## config.mk

```make
export PLATFORM = sky130hd
export DESIGN_NAME = dcache_tag_array
export DESIGN_NICKNAME = d
export VERILOG_FILES = /design/src/verilog/dcache_pkg.sv /design/src/verilog/dcache_tag_array.sv
export SDC_FILE = /design/constraint.sdc
export NUM_CORES = 1
export LEC_CHECK = 0
export BUFFER_PORTS_ARGS = -buffer_cell sky130_fd_sc_hd__clkbuf_2
export CAP_MARGIN = 20
export CORE_AREA = 2 2 196 198
export CTS_BUF_LIST = sky130_fd_sc_hd__clkbuf_4
export CTS_CLUSTER_SIZE = 30
export DETAILED_ROUTE_END_ITERATION = 10
export DIE_AREA = 0 0 198 200
export MAX_ROUTING_LAYER = met4
export PLACE_DENSITY_LB_ADDON = 0.08
export SYNTH_ARGS = -nofsm -noshare
export SYNTH_HDL_FRONTEND = slang
export SYNTH_SLANG_ARGS = --single-unit
```

## constraint.sdc

```tcl
create_clock -name clk -period 3.4 [get_ports clk]
set_clock_uncertainty 0.1 [all_clocks]
set_input_delay 0 -clock clk [delete_from_list [all_inputs] [get_ports clk]]
set_output_delay 0 -clock clk [all_outputs]
set_load 0.005 [all_outputs]
```

## src/verilog/dcache_pkg.sv

```systemverilog
package dcache_pkg;

    // cache geometry
    localparam int unsigned words_per_line = 16;
    localparam int unsigned num_sets       = 4;
    localparam int unsigned num_ways       = 4;

    typedef logic [31:0] addr_t;
    typedef logic [31:0] word_t;
    typedef logic [3:0]  strb_t;
    typedef logic [23:0] tag_t;      // addr[31:8]
    typedef logic [1:0]  set_idx_t;  // addr[7:6]
    typedef logic [1:0]  way_idx_t;
    typedef logic [3:0]  word_idx_t; // addr[5:2]

    typedef struct packed {
        logic  valid;
        logic  write;
        addr_t addr;
        strb_t wstrb;
        word_t wdata;
    } cpu_req_t;

    typedef struct packed {
        logic  ack;   // one cycle pulse
        word_t rdata;
    } cpu_resp_t;

    // shared by AR and AW
    typedef struct packed {
        logic  valid;
        addr_t addr;
    } axi_addr_t;

    // shared by R and W
    typedef struct packed {
        logic  valid;
        word_t data;
        logic  last;
    } axi_data_t;

    function automatic tag_t addr_tag(addr_t a);
        return a[31:8];
    endfunction

    function automatic set_idx_t addr_set(addr_t a);
        return a[7:6];
    endfunction

    function automatic word_idx_t addr_word(addr_t a);
        return a[5:2];
    endfunction

    // line aligned byte address of a tag in a set
    function automatic addr_t line_addr(tag_t t, set_idx_t s);
        return {t, s, 6'b00_0000};
    endfunction

endpackage

```

## src/verilog/dcache_tag_array.sv

```systemverilog
`timescale 1ns/1ps

module dcache_tag_array (
    input  logic                 clk,
    input  logic                 arst_n,
    input  dcache_pkg::set_idx_t lk_set,
    input  dcache_pkg::tag_t     lk_tag,
    input  logic                 set_dirty,
    input  logic                 install,
    input  dcache_pkg::way_idx_t upd_way,
    output logic                 hit,
    output dcache_pkg::way_idx_t hit_way,
    output dcache_pkg::way_idx_t victim_way,
    output logic                 victim_valid,
    output logic                 victim_dirty,
    output dcache_pkg::tag_t     victim_tag
);

    dcache_pkg::tag_t     tag_q   [dcache_pkg::num_sets][dcache_pkg::num_ways];
    logic [dcache_pkg::num_ways-1:0] valid_q [dcache_pkg::num_sets];
    logic [dcache_pkg::num_ways-1:0] dirty_q [dcache_pkg::num_sets];
    dcache_pkg::way_idx_t fifo_q  [dcache_pkg::num_sets];   // next way to replace

    always_ff @(posedge clk) begin
        if (install) tag_q[lk_set][upd_way] <= lk_tag;
    end

    always_ff @(posedge clk or negedge arst_n) begin
        if (!arst_n) begin
            for (int s = 0; s < dcache_pkg::num_sets; s++) begin
                valid_q[s] <= '0;
                dirty_q[s] <= '0;
                fifo_q[s]  <= '0;
            end
        end else if (install) begin
            valid_q[lk_set][upd_way] <= 1'b1;
            dirty_q[lk_set][upd_way] <= 1'b0;
            fifo_q[lk_set]           <= fifo_q[lk_set] + 2'd1;
        end else if (set_dirty) begin
            dirty_q[lk_set][upd_way] <= 1'b1;
        end
    end

    // parallel compare over the ways of the looked up set
    always_comb begin
        hit     = 1'b0;
        hit_way = '0;
        for (int w = 0; w < dcache_pkg::num_ways; w++) begin
            if (valid_q[lk_set][w] && tag_q[lk_set][w] == lk_tag) begin
                hit     = 1'b1;
                hit_way = dcache_pkg::way_idx_t'(w);
            end
        end
    end

    assign victim_way   = fifo_q[lk_set];
    assign victim_valid = valid_q[lk_set][victim_way];
    assign victim_dirty = dirty_q[lk_set][victim_way];
    assign victim_tag   = tag_q[lk_set][victim_way];

endmodule

```

# == Yosys cells after proc, flatten, opt, wreduce, memory -nomap -nowiden ==
# Memories as Yosys holds them, arrays and structs flattened.
# Index checks and enable logic that the tools add are counted.
# totals
reg_bits,40
latchBits,0
ram_bits,384
romBits,0
in_bits,32
output_inout_bits,31
wordCells,77
memories,1
# mem_list
memory,depth,width,read_ports,rd_ports_with_merged_regs,wr,line_no,rtl
tag_q,4,96,1,0,1,dcache_tag_array.sv:19,dcache_pkg::tag_t tag_q [dcache_pkg::num_sets][dcache_pkg::num_ways];
# classes
addsub,1
multipliers,0
div_mod_pow,0
magnitude_cmp,8
eq_ne,4
n_shift,0
mux,36
bitwise,7
n_reduce_logical,8
# op_table
cell,count
$eq 24x24->1,4
$mux 96,1
$mux 24,3
$bmux 24 s2,1
$demux 24 s2,1
$mux 16,2
$or 16x16->16,2
$mux 4,5
$and 16x16->16,1
$bmux 4 s2,2
$not 16->16,1
$mux 2,5
$ge 3x3->1 const B,3
$mux 1,9
$not 2->3,3
$bwmux 8,1
$demux 4 s2,1
$logic_and 1x1->1,7
$lt 2x3->1 const B,2
$lt 3x1->1 const B,2
$bmux 1 s2,2
$bmux 2 s2,1
$demux 2 s2,1
$add 2x1->2 const B,1
3 further kinds,3

# == Longest topological paths before layout ==
# depth
depth_word,9
mapped_depth,12
mapped_depth_nobuf,8

# == Worst setup path after synthesis ==
# Ideal clock, no wire load.
# synth_path
kind,input-to-reg
start,input port lk_set[1]
end,memory tag_q[2][72] in the netlist's numbering (enable)
t_arrival_ps,2910
t_required_ps,2861
slack_ps,-49
cell_stages,6
n_path_buf,4
cell_sequence,buf_2 -> buf_2 -> buf_2 -> buf_2 -> nand3_1 -> nor3_1
# synth_lines
item,line_no,rtl
from (decl),dcache_tag_array.sv:6,"input dcache_pkg::set_idx_t lk_set,"
to (decl),dcache_tag_array.sv:19,
# Straight into the memory's write port.

# == Final worst setup path ==
# layout_path
start,memory tag_q[0][27] in the netlist's numbering
end,output port hit_way[0]
# layout_between
elab_chain_len,5
# layout_lines
item,line_no,rtl
$mem_v2 4x96,--,
$eq 24x24->1,dcache_tag_array.sv:49,if (valid_q[lk_set][w] && tag_q[lk_set][w] == lk_tag) begin
$logic_and 1x1->1,dcache_tag_array.sv:49,
$mux 2 (2 in a row),dcache_tag_array.sv:49,
to (decl),dcache_tag_array.sv:12,"output dcache_pkg::way_idx_t hit_way,"
# No other way between the ends.

==> flow_metrics.tcl <==
set metrics [dict create \
    slowest_stage "mux4_2" \
    h-tree-depth 3 \
    multiInputGateArea_sq_um 5760 \
    wl_met1_um 23900 \
    initial_utilization_pct 49.4 \
    worstSetupEndpoint "hit_way[0]" \
    synth-edff-count 384 \
    worst_slew_pin_slew_ns 0.802 \
    syn_avg_cell_area_sq_um 16.9 \
    antenna_left 0 \
    post_dp_cell_area_sq_um 19800 \
    fin_setup_tns_ns 0 \
    finalSetupViolations 0 \
    outcome "finished clean" \
    cp_data_required_time_ns 3.30 \
    overflow 0 \
    path_max_fanout 2 \
    crit_start "tag_q[0][27]" \
    max_freq_ghz 0.303 \
    grt_pass1_vias 11187 \
    portBuffers 62 \
    endpoint_kind "primary output" \
    synth.distinct_cells 58 \
    dieArea_sq_um 39600 \
    synthFlopType "edfxtp_1" \
    ios 63 \
    path_clk_slew_ns 0.06 \
    fp.dieH_um 200 \
    async_reset_ff_share_pct 9.43 \
    synth_nets 1128 \
    cts_tree "yes" \
    path_cells "mux4_2 > xnor2_4 > nand4_1 > a2111oi_4 > and4_1 > o31ai_4 > buf_2" \
    clock_path_buffers 3 \
    wl_met3_um 3610 \
    reg2reg_from "fifo_q[2]" \
    yosysSeqAreaShare_pct 67.8 \
    worstSetupPathType "register to primary output" \
    syn-cell-area_sq_um 18500 \
    worst_setup_path_start_kind "register" \
    rsz0062_at_grt "true" \
    die_w_um 198 \
    via_per_inst 6.00 \
    drt-initial-drc-count 979 \
    peakVddDrop_mv 0.295 \
    grt_pass1_wl_um 79000 \
    hold_viol_final 0 \
    hpwl_um 34800 \
    timing.final.crit_share_pct 96.9 \
    avgRoutedWirePerCell_um 29.2 \
    cpPeakStageDelay_ns 0.56 \
    dr_total_vias 11274 \
    grt_max_degree 41 \
    numCtsBuffers 106 \
    core_sq_um 37400 \
    nFillCells 2981 \
    reg2reg_depth 7 \
    wl_met2_um 26300 \
    power_uw 12000 \
    drive_gt1_share_pct 31.4 \
    clk_latency_ns 0.79 \
    drc_errors 0 \
    leakagePower_uw 0.00751 \
    row_count 71 \
    r2r_slack_ns 1.46 \
    placed_cells 1669 \
    ctsRootBufferMaster "clkbuf_4" \
    ys_warn_count 0 \
    synthCells 1096 \
    p_per_area_nw_per_um2 555 \
    final-seq-area_sq_um 12500 \
    clock-sinks 424 \
    routabilityCongestion 0.963 \
    final_cell_mix "edfxtp_1, clkbuf_4, mux2i_1, mux4_2, nand2_1" \
    antenna_found_initial 2 \
    ys_seq_elements 424 \
    final_util_pct 57.8 \
    cap_violations 0 \
    wirelength_um 55000 \
    worst_slew_margin_rel_pct 45.2 \
    area_growth_pct 17.0 \
    hp-class "input port to register" \
    nets 1337 \
    drv_slew 0 \
    final_area_sq_um 21600 \
    grt_usage_pct 29.6 \
    worstPathArrival_ns 3.20 \
    firstDrtPassIters 6 \
    top_layer "met4" \
    reg2reg_to "fifo_q[5]" \
    final_common_cell "edfxtp_1" \
    instances_no_fill 1880 \
    period_minus_slack_ns 3.30 \
]
[routing by layer]
layer  up-vias  global-route usage (%)
met5         -                       -
met1      5904                    41.5
met3        78                    5.34
met2       452                    45.4
li1       4840                       -
met4         0                    7.91
[Yosys cell counts (all sizes together) (13+ instances only)]
master / count / area share [%]
edfxtp: 384 / 62
a31oi: 17 / 0.58
xnor2: 65 / 3.1
nor2: 42 / 0.85
or2: 16 / 0.54
a21oi: 24 / 0.65
buf: 45 / 1.7
mux2: 14 / 0.87
clkbuf: 21 / 0.43
dfrtp: 40 / 5.4
nand3: 13 / 0.35
nand2: 79 / 1.6
xor2: 17 / 0.81
mux2i: 82 / 4.4
o21ai: 17 / 0.46
mux4: 85 / 11
[cells by family after synthesis]
logic type | Yosys count | synth area share (%)
flip-flops | 424 | 67.8
AND/OR/NAND/NOR | 199 | 5.02
multiplexers | 181 | 15.8
AO/OA/AOI/OAI | 131 | 5.04
XOR/XNOR | 82 | 3.89
buffers and inverters | 79 | 2.42
[worst min-delay path by stage]
stage / from / to / slack, ns / depth (start not counted)
finish: lk_tag[9] / tag_q[3][57] / 0.09 / 2
floorplan: arst_n / asynchronous set/reset pin / -0.40 / 0
CTS: lk_tag[9] / tag_q[2][33] / 0.01 / 2
global placement: arst_n / asynchronous set/reset pin / 0.11 / 1
detailed placement: arst_n / asynchronous set/reset pin / 0.12 / 1
global route: lk_tag[0] / tag_q[3][0] / 0.03 / 2
[state kept, by name (all words and copies together) (netlist names), named ones only]
signal   count
tag_q      384
valid_q     16
fifo_q       8
[worst max-delay path, delay by kind of cell (launching register included)]
family | cells | cell delay [ns]
compound gates | 2 | 0.50
xor+xnor | 1 | 0.24
buf+inv | 1 | 0.14
flops | 1 | 0.37
mux | 1 | 0.56
simple gates | 2 | 0.59
[power breakdown]
part / switching (uW) / internal, uW
clock network: 1960 / 2170
registers: 79.2 / 5890
logic: 1150 / 750
total: 3190 / 8810
[area by class of cell]
cell class	count	share of cell area [%]
well taps	511	2.96
repair buffers	167	6.31
multi-input cells	593	26.6
clock inverters	24	0.845
inverters	13	0.226
flip-flops and latches	424	58.0
diodes	3	0.0347
clock buffers	145	5.03
[stage by stage]
step | setup slack, ns | hold WS [ns]
4_1_cts | 0.00245 | 0.0105
6_report | 0.104 | 0.0861
3_3_place_gp | 0.330 | 0.112
2_1_floorplan | 0.0416 | -0.396
3_5_place_dp | 0.313 | 0.117
5_1_grt | -0.0494 | 0.0348
[timing repair]
item,CTS,global route
setup endpoints to repair,3,3
resized for setup,11,13
endpoints found under the hold margin,658,0
setup buffers,0,3
gates cloned,0,0
pin swaps,5,4
hold buffers,36,0
(Power assumes the default switching activity.)
