--- config.mk ---
export PLATFORM = sky130hd
export DESIGN_NAME = axi_burst_master
export DESIGN_NICKNAME = d
export VERILOG_FILES = /design/src/verilog/dcache_pkg.sv /design/src/verilog/axi_burst_master.sv
export SDC_FILE = /design/constraint.sdc
export NUM_CORES = 1
export LEC_CHECK = 0
export BUFFER_PORTS_ARGS = -buffer_cell sky130_fd_sc_hd__buf_2
export CAP_MARGIN = 20
export CELL_PAD_IN_SITES_DETAIL_PLACEMENT = 1
export CELL_PAD_IN_SITES_GLOBAL_PLACEMENT = 1
export CORE_ASPECT_RATIO = 0.75
export CORE_MARGIN = 8
export CORE_UTILIZATION = 25
export DETAILED_ROUTE_END_ITERATION = 10
export GPL_TIMING_DRIVEN = 0
export PLACE_DENSITY = 0.95
export SKIP_CTS_REPAIR_TIMING = 1
export SYNTH_ARGS = -nofsm -noshare
export SYNTH_HDL_FRONTEND = slang
export SYNTH_SLANG_ARGS = --single-unit
export TNS_END_PERCENT = 5
--- constraint.sdc ---
create_clock -name clk -period 3.8 [get_ports clk]
set_input_delay 0.19 -clock clk [delete_from_list [all_inputs] [get_ports clk]]
set_output_delay 0.19 -clock clk [all_outputs]
set_load 0.01 [all_outputs]
--- src/verilog/dcache_pkg.sv ---
package dcache_pkg;

    // cache geometry
    localparam int unsigned words_per_line = 16;
    localparam int unsigned num_sets       = 4;
    localparam int unsigned num_ways       = 4;

    typedef logic [31:0] addr_t;
    typedef logic [31:0] word_t;
    typedef logic [3:0]  strb_t;
    typedef logic [23:0] tag_t;      // addr[31:8]
    typedef logic [1:0]  set_idx_t;  // addr[7:6]
    typedef logic [1:0]  way_idx_t;
    typedef logic [3:0]  word_idx_t; // addr[5:2]

    typedef struct packed {
        logic  valid;
        logic  write;
        addr_t addr;
        strb_t wstrb;
        word_t wdata;
    } cpu_req_t;

    typedef struct packed {
        logic  ack;   // one cycle pulse
        word_t rdata;
    } cpu_resp_t;

    // shared by AR and AW
    typedef struct packed {
        logic  valid;
        addr_t addr;
    } axi_addr_t;

    // shared by R and W
    typedef struct packed {
        logic  valid;
        word_t data;
        logic  last;
    } axi_data_t;

    function automatic tag_t addr_tag(addr_t a);
        return a[31:8];
    endfunction

    function automatic set_idx_t addr_set(addr_t a);
        return a[7:6];
    endfunction

    function automatic word_idx_t addr_word(addr_t a);
        return a[5:2];
    endfunction

    // line aligned byte address of a tag in a set
    function automatic addr_t line_addr(tag_t t, set_idx_t s);
        return {t, s, 6'b00_0000};
    endfunction

endpackage

--- src/verilog/axi_burst_master.sv ---
`timescale 1ns/1ps

module axi_burst_master (
    input  logic                  clk,
    input  logic                  arst_n,
    input  logic                  wb_start,
    input  logic                  fill_start,
    input  dcache_pkg::addr_t     burst_addr,
    input  dcache_pkg::word_t     wb_data,
    input  logic                  m_arready,
    input  logic                  m_awready,
    input  logic                  m_wready,
    input  dcache_pkg::axi_data_t m_r,
    output logic                  wb_done,
    output logic                  fill_done,
    output dcache_pkg::word_idx_t beat_idx,
    output logic                  fill_we,
    output dcache_pkg::word_t     fill_data,
    output dcache_pkg::axi_addr_t m_ar,
    output dcache_pkg::axi_addr_t m_aw,
    output dcache_pkg::axi_data_t m_w
);

    typedef enum logic [2:0] {
        bm_idle,
        bm_ar,
        bm_r,
        bm_aw,
        bm_w
    } bm_state_t;

    bm_state_t             state_q;
    dcache_pkg::addr_t     addr_q;
    dcache_pkg::word_idx_t beat_q;
    logic                  last_beat;

    assign last_beat = (beat_q == dcache_pkg::word_idx_t'(dcache_pkg::words_per_line - 1));

    // line address is only captured on a start
    always_ff @(posedge clk) begin
        if (wb_start || fill_start) addr_q <= burst_addr;
    end

    always_ff @(posedge clk or negedge arst_n) begin
        if (!arst_n) begin
            state_q   <= bm_idle;
            beat_q    <= '0;
            wb_done   <= 1'b0;
            fill_done <= 1'b0;
        end else begin
            wb_done   <= 1'b0;
            fill_done <= 1'b0;
            case (state_q)
                bm_idle: begin
                    beat_q <= '0;
                    if (wb_start)        state_q <= bm_aw;
                    else if (fill_start) state_q <= bm_ar;
                end
                bm_ar: if (m_arready) state_q <= bm_r;
                bm_aw: if (m_awready) state_q <= bm_w;
                bm_r: begin
                    if (m_r.valid) begin
                        beat_q <= beat_q + 4'd1;
                        if (m_r.last) begin
                            fill_done <= 1'b1;
                            state_q   <= bm_idle;
                        end
                    end
                end
                bm_w: begin
                    if (m_wready) begin
                        beat_q <= beat_q + 4'd1;
                        if (last_beat) begin
                            wb_done <= 1'b1;
                            state_q <= bm_idle;
                        end
                    end
                end
                default: state_q <= bm_idle;
            endcase
        end
    end

    assign m_ar.valid = (state_q == bm_ar);
    assign m_ar.addr  = addr_q;
    assign m_aw.valid = (state_q == bm_aw);
    assign m_aw.addr  = addr_q;

    // beat_q only moves on a handshake, so W data stays put under stall
    assign m_w.valid = (state_q == bm_w);
    assign m_w.data  = wb_data;
    assign m_w.last  = (state_q == bm_w) && last_beat;

    assign beat_idx  = beat_q;
    assign fill_we   = (state_q == bm_r) && m_r.valid;
    assign fill_data = m_r.data;

endmodule

* Word level (Yosys, flattened, before mapping)
Index checks and enable logic that the tools add are counted.
** Operators by class
- Add/sub/neg operators :: 1
- Multiply operators :: 0
- Div/mod/pow operators :: 0
- Order comparisons :: 0
- Eq/ne operators :: 12
- Shifts and indexed selects :: 0
- Mux-type cells :: 18
- Bitwise gates (word level) :: 0
- Reduce and logical (&&, ||, !) cells :: 7
** Operators with widths (count)
- $mux W3 :: 8
- $pmux W3 S5 :: 1
- $pmux W4 S3 :: 1
- $ne A2 B2 Y1 const B :: 5
- $mux W4 :: 2
- $reduce_and A7 Y1 :: 1
- $eq A3 B2 Y1 const B :: 2
- $mux W1 :: 6
- $add A4 B1 Y4 const B :: 1
- $eq A4 B4 Y1 const B :: 1
- $eq A3 B1 Y1 const B :: 1
- $eq A3 B3 Y1 const B :: 1
- $logic_not A3 Y1 :: 1
- $ne A3 B3 Y1 const B :: 1
- $reduce_and A3 Y1 :: 1
- $reduce_bool A3 Y1 :: 1
- $logic_and A1 B1 Y1 :: 2
- $ne A2 B1 Y1 const B :: 1
- $logic_or A1 B1 Y1 :: 1
** Storage, ports and cells
- Flip-flop bits (word level) :: 41
- Latch bits :: 0
- Bits in writable memories :: 0
- Bits in read-only memories :: 0
- Input port bits :: 105
- Output and inout bits :: 139
- Logic and storage cells :: 43
- Memories kept :: 0

* Logic depth before layout (Yosys ltp)
- Word-level depth :: 4
- Mapped depth :: 6
- Gate-level depth less buffers :: 5

* Worst setup path after synthesis
No wires, ideal clock.
- Path kind :: reg2reg
- From :: reg beat_q[1] (netlist: beat_idx[1])
- To :: reg state_q[1]
- Setup time :: 128 ps
- Arrival :: 1413 ps
- Data required time :: 3672 ps
- Path slack :: 2259 ps
- Cell stages (with the launch flop) :: 6
- Buffers on the path :: 0
- Clock period less this slack :: 1541 ps
- Cell sequence :: dfrtp_1 -> ha_1 -> nand3_1 -> a32oi_1 -> o2111ai_2 -> mux2_1
** On the way
- Cells in the longest elaborated chain, start to end :: 3
** RTL lines
- from (decl) :: RTL line axi_burst_master.sv:34 : dcache_pkg::word_idx_t beat_q;
- from (signal assigned) :: RTL line axi_burst_master.sv:63 : beat_q <= beat_q + 4'd1;
- from (signal assigned) :: RTL line axi_burst_master.sv:72 : beat_q <= beat_q + 4'd1;
- $eq A4 B4 Y1 :: RTL line axi_burst_master.sv:37 : assign last_beat = (beat_q == dcache_pkg::word_idx_t'(dcache_pkg::words_per_line - 1));
- $ne A2 B1 Y1 (no line)
- $reduce_and A7 Y1 (no line)
- to (signal assigned) :: RTL line axi_burst_master.sv:46 : state_q <= bm_idle;
- to (signal assigned) :: RTL line axi_burst_master.sv:56 : if (wb_start) state_q <= bm_aw;
- to (signal assigned) :: RTL line axi_burst_master.sv:57 : else if (fill_start) state_q <= bm_ar;
- to (decl) :: RTL line axi_burst_master.sv:32 : bm_state_t state_q;
Every way passes these cells.
A chain may end at the register's enable or synchronous reset.

* Worst setup path after layout
- From :: reg state_q[2]
- To :: out fill_we
** On the way
- Cells in the longest elaborated chain, start to end :: 2
** RTL lines
- $eq A3 B2 Y1 :: RTL line axi_burst_master.sv:95 : assign fill_we = (state_q == bm_r) && m_r.valid;
- $logic_and A1 B1 Y1 :: RTL line axi_burst_master.sv:95
- to (decl) :: RTL line axi_burst_master.sv:17 : output logic fill_we,
Every way passes these cells.

==> reports/metrics.yaml <==
run_status: "finished, final reports clean"
worstPathMaxFanout: 10
placementRows: 30
drv_slew: 0
setup_tns_ns: 0
num_vias: 1996
cts_tree: "built"
initial_utilization: 0.254
grt_util_met3: 0.0431
max_freq_ghz: 0.546
tightest_slew_ns: 0.795
drt_wl_total_mm: 8.23
placed_cell_area_mm2: 0.00332
ant_nets: 0
cts-root-buf: "clkbuf_16"
syn_to_final_growth_pct: 54.2
clock_sinks: 41
io_buffer_count: 179
ys_async_sr_fraction: 0.220
finalWeightedCongestion: 0.820
drc: 0
nNetsFinal: 484
synth_area_mm2: 0.00228
synth_common_cells: "buf_4, edfxtp_1, dfrtp_1"
worstSetupPathType: "flop to output pin"
comb_power_share: 0.334
grt_pass1_vias: 2292
slowest_delay_ns: 0.47
track_usage: 0.123
hold_violations: 0
swShare: 0.292
synth.yosys.seq_area_share: 0.520
post-route-period-util: 0.482
p_sw_mw: 0.500
grt_pass1_wl_mm: 12.2
crit_arrival_ns: 1.64
netlist_instances: 191
p_leak_nw: 1.86
overflow: 0
setup_viol_count_final: 0
clk_pin_slew_ns: 0.06
synth_edf_count: 32
antenna_cells: 0
avgSynthCellArea_um2: 11.9
dp_hpwl_mm: 7.30
cap_viol_max_count: 0
pin_count: 244
crit_required_ns: 3.61
relSlewSlack: 0.470
fin_crit_ns: 1.83
power.density_mw_per_mm2: 488
synthTopCellsByArea: "edfxtp_1, buf_4, dfrtp_1"
n_fill_cell: 1083
crit_top_cell: "buf_2"
critPathLaunchType: "flop"
synthFlopType: "edfxtp_1"
grt_busiest_layer: "met2"
synth.top_cell.area_share: 0.422
die_area_mm2: 0.0125
yosysTopAreaCell: "edfxtp_1"
die_x_um: 126
yosys_register_bits: 41
power_mw: 1.72
worstSetupEndpointType: "output pin"
cts_max_level: 2
rsz0062_at_grt: "no"
vias_per_cell: 4.07
insertion_delay_ns: 0.28
clock_skew_ns: 0.000887
stdcell_area_mm2: 0.00352
met2_usage: 0.247
power_frac_seq: 0.351
antenna_found_initial: 0
routedWlPerCell_um: 16.8
drive_above_1_share: 0.773
holdWs_ns: 0.0877
first_pass_iters: 4
ir_drop_v: 0.000217
holdCritPathClass: "primary input to flop"
critPathSlowestCell: "nor4bb_1"
ctsLongestPathBuffers: 2
use_met1: 0.114
worstPathCellList: "buf_2, nor4bb_1, buf_2"
die_y_um: 98.7
drt_iter0_drc: 40
clkPwrFrac: 0.315
synth_nets: 297
yosys_warnings: 0
synth_most_common_cell: "buf_4"
synth_cell_type_count: 33
p_int_mw: 1.21
grt_max_degree: 34
coreArea_mm2: 0.00897
cts_inserted_buffers: 5
-- sequential cells by signal, summed over array words and instances (netlist names) --
signal / cells
beat_idx: 4
fill_done: 1
state_q: 3
wb_done: 1
addr_q: 32
-- power groups by stage --
stage / clock network, mW / registers (mW) / logic (mW)
after CTS: 0.558 / 0.602 / 0.581
final: 0.540 / 0.602 / 0.573
after global placement: 0 / 0.605 / 0.558
after floorplan: 0 / 0.624 / 0.346
after global routing: 0.569 / 0.612 / 0.628
after detailed placement: 0 / 0.611 / 0.578
-- per-stage QoR --
| step | std cells | util | worst slack [ns] |
|---|---|---|---|
| after CTS | 490 | 0.391 | 1.95 |
| after floorplan | 191 | - | 2.26 |
| after global routing | 491 | 0.392 | 1.86 |
| final | 491 | 0.392 | 1.97 |
| after global placement | 482 | 0.370 | 2.04 |
| after detailed placement | 482 | 0.370 | 2.05 |
-- logic make-up after synthesis --
group	after synthesis	share of synthesized area
simple gates	32	0.0851
mux	3	0.0143
flops	41	0.520
fa+ha+maj	3	0.0143
buf+inv	101	0.330
compound gates	11	0.0357
-- critical path, delay by kind of cell, from the launching register on --
kind                   cells  cell delay (ns)
flip-flops                 1             0.46
AND/OR/NAND/NOR            1             0.47
buffers and inverters      2             0.44
-- worst paths after layout --
check                                           to                    start  cells after the start  slack [ns]
max                                        fill_we   state_q[2]$_DFFE_PN0P_                      3        1.97
min                            addr_q[3]$_DFFE_PP_            burst_addr[3]                      1        0.09
max reg2reg                 state_q[1]$_DFFE_PN0P_  beat_idx[0]$_DFFE_PN0P_                      5        2.05
min reg2reg                beat_idx[1]$_DFFE_PN0P_  beat_idx[1]$_DFFE_PN0P_                      2        0.58
max in group asynchronous   state_q[2]$_DFFE_PN0P_                   arst_n                      2        3.31
min in group asynchronous  beat_idx[2]$_DFFE_PN0P_                   arst_n                      2        0.31
-- routing by layer --
layer / wire [µm] / part of all wire
met2: 4650 / 0.57
met3: 659 / 0.080
met1: 2860 / 0.35
met4: 57 / 0.0069
met5: 0 / 0
-- area by class of cell --
type                            count  area (µm²)  area share
Buffer                            100         749       0.213
Clock buffer                        5         125      0.0356
Clock inverter                      3        65.1      0.0185
Inverter                            1        3.75     0.00107
Multi-Input combinational cell     49         340      0.0968
Sequential cell                    41        1190       0.337
Tap cell                          112         140      0.0399
Timing Repair Buffer              180         906       0.258
-- placed cells by master, fill, tap and decap left out, types with 2 or more instances in the layout --
cell type  count
nand2_1        7
a21oi_1        3
bufinv_16      2
nor3_1         2
and2_1         2
maj3_1         2
o21ai_0        2
mux2_1         2
a32oi_1        2
buf_2        181
nor3b_2        2
clkbuf_16      5
buf_4         97
dfrtp_1        9
nor2_1         8
edfxtp_1      32
(Power assumes the default switching activity.)
