File: src/verilog/dcache_pkg.sv
package dcache_pkg;

    // cache geometry
    localparam int unsigned words_per_line = 16;
    localparam int unsigned num_sets       = 4;
    localparam int unsigned num_ways       = 4;

    typedef logic [31:0] addr_t;
    typedef logic [31:0] word_t;
    typedef logic [3:0]  strb_t;
    typedef logic [23:0] tag_t;      // addr[31:8]
    typedef logic [1:0]  set_idx_t;  // addr[7:6]
    typedef logic [1:0]  way_idx_t;
    typedef logic [3:0]  word_idx_t; // addr[5:2]

    typedef struct packed {
        logic  valid;
        logic  write;
        addr_t addr;
        strb_t wstrb;
        word_t wdata;
    } cpu_req_t;

    typedef struct packed {
        logic  ack;   // one cycle pulse
        word_t rdata;
    } cpu_resp_t;

    // shared by AR and AW
    typedef struct packed {
        logic  valid;
        addr_t addr;
    } axi_addr_t;

    // shared by R and W
    typedef struct packed {
        logic  valid;
        word_t data;
        logic  last;
    } axi_data_t;

    function automatic tag_t addr_tag(addr_t a);
        return a[31:8];
    endfunction

    function automatic set_idx_t addr_set(addr_t a);
        return a[7:6];
    endfunction

    function automatic word_idx_t addr_word(addr_t a);
        return a[5:2];
    endfunction

    // line aligned byte address of a tag in a set
    function automatic addr_t line_addr(tag_t t, set_idx_t s);
        return {t, s, 6'b00_0000};
    endfunction

endpackage

File: src/verilog/dcache_ctrl.sv
`timescale 1ns/1ps

module dcache_ctrl (
    input  logic                  clk,
    input  logic                  arst_n,
    input  dcache_pkg::cpu_req_t  cpu_req,
    output dcache_pkg::cpu_resp_t cpu_resp,
    // tag array side
    output dcache_pkg::set_idx_t  lk_set,
    output dcache_pkg::tag_t      lk_tag,
    input  logic                  hit,
    input  dcache_pkg::way_idx_t  hit_way,
    input  dcache_pkg::way_idx_t  victim_way,
    input  logic                  victim_valid,
    input  logic                  victim_dirty,
    input  dcache_pkg::tag_t      victim_tag,
    output logic                  set_dirty,
    output logic                  install,
    output dcache_pkg::way_idx_t  upd_way,
    // data array side
    output dcache_pkg::way_idx_t  arr_way,
    output dcache_pkg::word_idx_t arr_word,
    output logic                  arr_we,
    output dcache_pkg::strb_t     arr_strb,
    output dcache_pkg::word_t     arr_wdata,
    input  dcache_pkg::word_t     rd_word,
    // burst engine side
    output logic                  wb_start,
    output logic                  fill_start,
    output dcache_pkg::addr_t     burst_addr,
    input  logic                  wb_done,
    input  logic                  fill_done,
    input  logic                  fill_we,
    input  dcache_pkg::word_idx_t beat_idx,
    input  dcache_pkg::word_t     fill_data
);

    typedef enum logic [1:0] {
        st_idle,
        st_lookup,
        st_wb,
        st_fill
    } state_t;

    state_t               state_q;
    state_t               state_d;
    dcache_pkg::cpu_req_t req_q;
    logic                 in_lookup;

    assign in_lookup = (state_q == st_lookup);

    // request is held until ack, so one capture on accept is enough
    always_ff @(posedge clk) begin
        if (state_q == st_idle && cpu_req.valid) begin
            req_q <= cpu_req;
        end
    end

    always_ff @(posedge clk or negedge arst_n) begin
        if (!arst_n) begin
            state_q <= st_idle;
        end else begin
            state_q <= state_d;
        end
    end

    assign lk_set = dcache_pkg::addr_set(req_q.addr);
    assign lk_tag = dcache_pkg::addr_tag(req_q.addr);

    always_comb begin
        state_d    = state_q;
        wb_start   = 1'b0;
        fill_start = 1'b0;
        install    = 1'b0;
        case (state_q)
            st_idle: begin
                if (cpu_req.valid) state_d = st_lookup;
            end
            st_lookup: begin
                if (hit) begin
                    state_d = st_idle;
                end else if (victim_valid && victim_dirty) begin
                    wb_start = 1'b1;
                    state_d  = st_wb;
                end else begin
                    fill_start = 1'b1;   // clean or empty victim is dropped
                    state_d    = st_fill;
                end
            end
            st_wb: begin
                if (wb_done) begin
                    fill_start = 1'b1;
                    state_d    = st_fill;
                end
            end
            st_fill: begin
                if (fill_done) begin
                    install = 1'b1;
                    state_d = st_lookup;  // retried lookup now hits
                end
            end
            default: state_d = st_idle;
        endcase
    end

    assign burst_addr = wb_start ? dcache_pkg::line_addr(victim_tag, lk_set)
                                 : dcache_pkg::line_addr(lk_tag, lk_set);

    // data array index: processor word on lookup, burst beat otherwise
    always_comb begin
        arr_way   = victim_way;
        arr_word  = beat_idx;
        arr_we    = 1'b0;
        arr_strb  = '1;
        arr_wdata = fill_data;
        if (in_lookup) begin
            arr_way   = hit_way;
            arr_word  = dcache_pkg::addr_word(req_q.addr);
            arr_we    = hit & req_q.write;
            arr_strb  = req_q.wstrb;
            arr_wdata = req_q.wdata;
        end else if (state_q == st_fill) begin
            arr_we = fill_we;
        end
    end

    assign set_dirty = in_lookup & hit & req_q.write;
    assign upd_way   = install ? victim_way : hit_way;

    assign cpu_resp.ack   = in_lookup & hit;
    assign cpu_resp.rdata = rd_word;

endmodule

File: config.mk
export PLATFORM = sky130hd
export DESIGN_NAME = dcache_ctrl
export DESIGN_NICKNAME = d
export VERILOG_FILES = /design/src/verilog/dcache_pkg.sv /design/src/verilog/dcache_ctrl.sv
export SDC_FILE = /design/constraint.sdc
export NUM_CORES = 1
export LEC_CHECK = 0
export ABC_AREA = 1
export BUFFER_PORTS_ARGS = -buffer_cell sky130_fd_sc_hd__buf_2
export CAP_MARGIN = 10
export CORE_AREA = 2 2 123 125
export CTS_CLUSTER_SIZE = 30
export DETAILED_ROUTE_END_ITERATION = 16
export DIE_AREA = 0 0 125 127
export HOLD_SLACK_MARGIN = 0.05
export PLACE_DENSITY_LB_ADDON = 0.25
export REMOVE_ABC_BUFFERS = 1
export SYNTH_ARGS = -nofsm -noshare
export SYNTH_HDL_FRONTEND = slang
export SYNTH_SLANG_ARGS = --single-unit
File: constraint.sdc
create_clock -name clk -period 7.1 [get_ports clk]
set_clock_uncertainty 0.05 [all_clocks]
set_input_delay 1.065 -clock clk [delete_from_list [all_inputs] [get_ports clk]]
set_output_delay 1.065 -clock clk [all_outputs]
set_load 0.01 [all_outputs]
After elaboration in Yosys (flattened, before gate mapping) --
Cells that the tools add are included.
Operators by class: reductions and logical operators 4, eq/ne operators 6, order comparisons 0, bitwise logic cells 3, shift operators 0, $add $sub $neg 0, $mul 0, muxes and demuxes 23, div/mod/pow operators 0
Operator list (number):
- 2-to-1 mux 32 bit | 2
- 2-to-1 mux 2 bit | 6
- 2-to-1 mux 1 bit | 11
- 2-to-1 mux 4 bit | 2
- one-hot mux 2 bit (4 select lines) | 1
- inequality test 2 bit, second input constant | 3
- equality test 2 bit, second input constant | 2
- AND 1 bit | 3
- AND reduction 3 bit | 1
- equality test 2 x 1 -> 1 bit, second input constant | 1
- logical AND 1 bit | 2
- zero test 2 bit | 1
- one-hot mux 1 bit (2 select lines) | 1
Storage, ports and cells: output and inout bits 140, memory bits (writable) 0, latch bits 0, logic and storage cells 41, bits in read-only memories 0, flip-flop bits (word level) 71, memories kept 0, input port bits 174

Longest topological paths before layout --
depth after elaboration 5, depth in mapped cells 8, depth with buffers taken out 7

Worst setup path before layout --
Ideal clock, no wire load.
path type in2reg, from in cpu_req[69] (netlist bit), to reg req_q, in the netlist lk_set[0], enable pin, required time 6.629 ns, slack 4.221 ns, arrival 2.408 ns, library setup time 0.421 ns, stages on the path 2, cells stage by stage nand2_1 inv_1
Between the ends: cells in the longest elaborated chain, start to end 1
Ends and longest elaborated chain:
- start: declaration | RTL line dcache_ctrl.sv:6 | input dcache_pkg::cpu_req_t cpu_req,
- logical AND 1 bit | RTL line dcache_ctrl.sv:54 | if (state_q == st_idle && cpu_req.valid) begin
- end signal: assignment | RTL line dcache_ctrl.sv:55 | req_q <= cpu_req;
- end: declaration | RTL line dcache_ctrl.sv:47 | dcache_pkg::cpu_req_t req_q;
No other way between the ends. A chain may end at the register's enable or synchronous reset.

Worst setup path in the final report --
from reg state_q[1], to out burst_addr[11]
Between the ends: cells in the longest elaborated chain, start to end 3
Ends and longest elaborated chain:
- start: declaration | RTL line dcache_ctrl.sv:45 | state_t state_q;
- start signal: assignment | RTL line dcache_ctrl.sv:61 | state_q <= st_idle;
- start signal: assignment | RTL line dcache_ctrl.sv:63 | state_q <= state_d;
- equality test 2 x 1 -> 1 bit | RTL line dcache_ctrl.sv:75 | case (state_q)
- 2-to-1 mux 1 bit | RTL line dcache_ctrl.sv:75
- 2-to-1 mux 32 bit | RTL line dcache_ctrl.sv:106 | assign burst_addr = wb_start ? dcache_pkg::line_addr(victim_tag, lk_set)
- end: declaration | RTL line dcache_ctrl.sv:30 | output dcache_pkg::addr_t burst_addr,
No other way between the ends.

==> summary.md <==
| Metric | Value |
|---|---|
| CP required | 5.98 ns |
| Gr busiest metal | met2 |
| Synth Register Bits | 69 |
| DR vias | 3086 |
| Flop pwr share | 0.342 |
| Port Buffer Count | 241 |
| First-pass GRT wire length | 16100 µm |
| Worst-path clk slew | 0.05 ns |
| Least-Margin Pin Slew | 1.05 ns |
| Crit Path Max Fanout | 43 |
| Inserted Diodes | 0 |
| H-tree level count | 3 |
| Critical path's top delay family | buffers and inverters |
| CP bufs+invs | 3 |
| Switching share of total power | 0.356 |
| Num CTS Buffers | 9 |
| Slew HR | 0.300 |
| Initial antenna violation count | 1 |
| Count of final setup violators | 0 |
| Initial Util | 0.252 |
| Post-synthesis mux area share | 0 |
| Unique masters post-synth | 17 |
| Critical path's largest stage delay | 0.74 ns |
| Commonest non-fill, non-tap cells in the layout | buf_2 (241), nand2_1 (202), edfxtp_1 (67) |
| Number of global-route vias before repair | 3009 |
| Largest family of logic cells by synthesized area | simple AND/OR/NAND/NOR gates |
| Outcome | finished, final reports clean |
| Post-CTS resize count | 0 |
| Synth Area in Simple Gates | 0.228 |
| Final Cell Area | 4840 µm² |
| Sequential area share after synthesis | 0.567 |
| Max clock buf depth | 2 |
| Crit-path cells | inv_1 -> ha_2 -> nand4_4 -> inv_2 -> nand2_1 -> nand2_1 -> buf_2 |
| CP max stage cell | ha_2 |
| Met2 usage | 0.189 |
| Site Rows | 44 |
| Overflow after GRT | 0 |
| Hold_buf cts | 0 |
| Commonest non-fill, non-tap cell in the layout | buf_2 |
| CORE AREA | 14400 µm² |
| Synth warnings | 0 |
| Post-DR wirelength/cell | 14.6 µm |
| Synth Area in XOR/XNOR | 0 |
| P_leak | 2.53 nW |
| Fin crit share | 0.571 |
| First drt pass iteration count | 4 |
| WS Path Type | reg2out |
| Layout cell share with drive strength beyond 1 | 0.461 |
| Post-CTS Setup Repair Bufs | 0 |
| Worst Path Arrival | 2.94 ns |
| Psw | 616 µW |
| Fin. max-slew vios | 0 |
| Setup crit end kind | primary output |
| Synthesized area per cell | 9.30 µm² |
| Crit start category | flip-flop |
| Detailed router's first-iteration violation count | 94 |
| Mapped cell area | 3640 µm² |
| Final ANT Viol Nets | 0 |
| Clk Latency, worst-skew pair | 0.32 ns |
| VDD IR max | 0.134 mV |
| Met1 Track Usage GR | 0.155 |
| Clk root buf | clkbuf_16 |
| Total Die Area | 15900 µm² |
| DRC viols | 0 |
| Gpl congestion | 0.807 |
| CTS sink cnt | 69 |
| Worst Hold Class | in2async |
| Final hold viol count | 0 |
| P&R area growth vs syn | 33.0% |
| Final Power | 1.73 mW |
| Die Y | 127 µm |
| DP Wirelength | 8880 µm |
| Mapped Cells | 391 |
| Max-cap check violation count | 0 |
| Most frequent CP cell | nand2_1 |
| Min Clock Period, post-route | 4.05 ns |
| DP Area | 4520 µm² |
| Ports | 314 |
| Pint | 1.11 mW |
| DIE WIDTH | 125 µm |
| Comb pwr share | 0.386 |
| Max frequency | 0.247 GHz |
| CTS tree | yes |
| Synth Area in Compound Gates | 0.00963 |
| Met3 usage | 0.100 |
| Adder-Cell Fraction of Synth Area | 0.0172 |
| Via density | 4.07 |
| Total routed wirelength | 11100 µm |
| Clk pwr share | 0.271 |
| RSZ-0062 raised after global routing | no |
| Pwr Density | 357 nW/µm² |
| GRT Total Usage | 0.135 |
| Setup TNS | 0 ns |
| Pin count of the biggest net entering global routing | 65 |
| Final #Nets | 749 |
final cells by class:
cell class	count	area, µm²
clock buffers	9	225
clock inverters	7	90.1
fillers	1532	9590
inverters	17	63.8
multi-input cells	231	953
flip-flops and latches	69	2060
well taps	184	230
repair buffers	242	1210
final timing paths:
path | start | depth (start not counted) | to | slack, ns
min | arst_n | 1 | state_q[1] | 0.47
min in group clk | state_q[1] | 2 | state_q[1] | 0.49
max reg2reg | state_q[0] | 5 | lk_tag[20] | 5.12
max | state_q[1] | 7 | burst_addr[11] | 3.05
min reg2reg | state_q[1] | 2 | state_q[1] | 0.49
max in group asynchronous | arst_n | 1 | state_q[0] | 6.44
metrics by stage:
| step | util | std cells | worst slack [ns] | hold WS, ns |
|---|---|---|---|---|
| 3_5_place_dp | 0.314 | 743 | 3.21 | 0.491 |
| 6_report | 0.335 | 759 | 3.05 | 0.466 |
| 4_1_cts | 0.335 | 759 | 2.85 | 0.444 |
| 5_1_grt | 0.335 | 759 | 2.64 | 0.447 |
| 2_1_floorplan | - | 317 | 3.55 | 0.448 |
| 3_3_place_gp | 0.314 | 743 | 3.34 | 0.485 |
worst reg2reg max path: cells and delay by family (launching register included):
| family | cells | cell delay [ns] |
|---|---|---|
| simple gates | 1 | 0.06 |
| buf+inv | 3 | 0.80 |
| fa+ha+maj | 1 | 0.16 |
| flops | 1 | 0.43 |
kinds of logic (layout without fill, tap and decap cells):
| kind of cell | Yosys count | after routing |
|---|---|---|
| AOI/OAI and AO/OA | 7 | 7 |
| adders and majority gates | 5 | 5 |
| buffers and inverters | 96 | 275 |
| DFF | 69 | 69 |
| other | 1 | 6 |
| and+or+nand+nor | 213 | 213 |
state kept, by name (all words and copies together) (netlist names):
| signal | count |
|---|---|
| lk_set | 2 |
| lk_tag | 24 |
| req_q | 41 |
| state_q | 2 |
power groups by stage:
stage | clock (mW) | sequential [mW] | combinational, mW
detailed placement | 0 | 0.599 | 0.686
global route | 0.503 | 0.601 | 0.755
floorplan | 0 | 0.612 | 0.363
CTS | 0.488 | 0.593 | 0.689
finish | 0.469 | 0.592 | 0.667
global placement | 0 | 0.598 | 0.681
synth_stat cells (all sizes together):
master | instances | area share
conb | 1 | 0.0010
clkbuf | 3 | 0.0031
a21oi | 2 | 0.0028
inv | 17 | 0.018
nor2 | 3 | 0.0031
nand4 | 1 | 0.0058
nand3 | 3 | 0.0041
dfrtp | 2 | 0.014
edfxtp | 67 | 0.55
buf | 76 | 0.16
nand2 | 202 | 0.21
or2 | 4 | 0.0069
ha | 5 | 0.017
o21ai | 5 | 0.0069
metal layers:
| metal | wire length (µm) | vias to the layer above |
|---|---|---|
| li1 | - | 1515 |
| met1 | 4370 | 1362 |
| met2 | 4760 | 192 |
| met3 | 1750 | 13 |
| met4 | 139 | 4 |
| met5 | 92 | - |
Power figures use the tool's default switching activity.
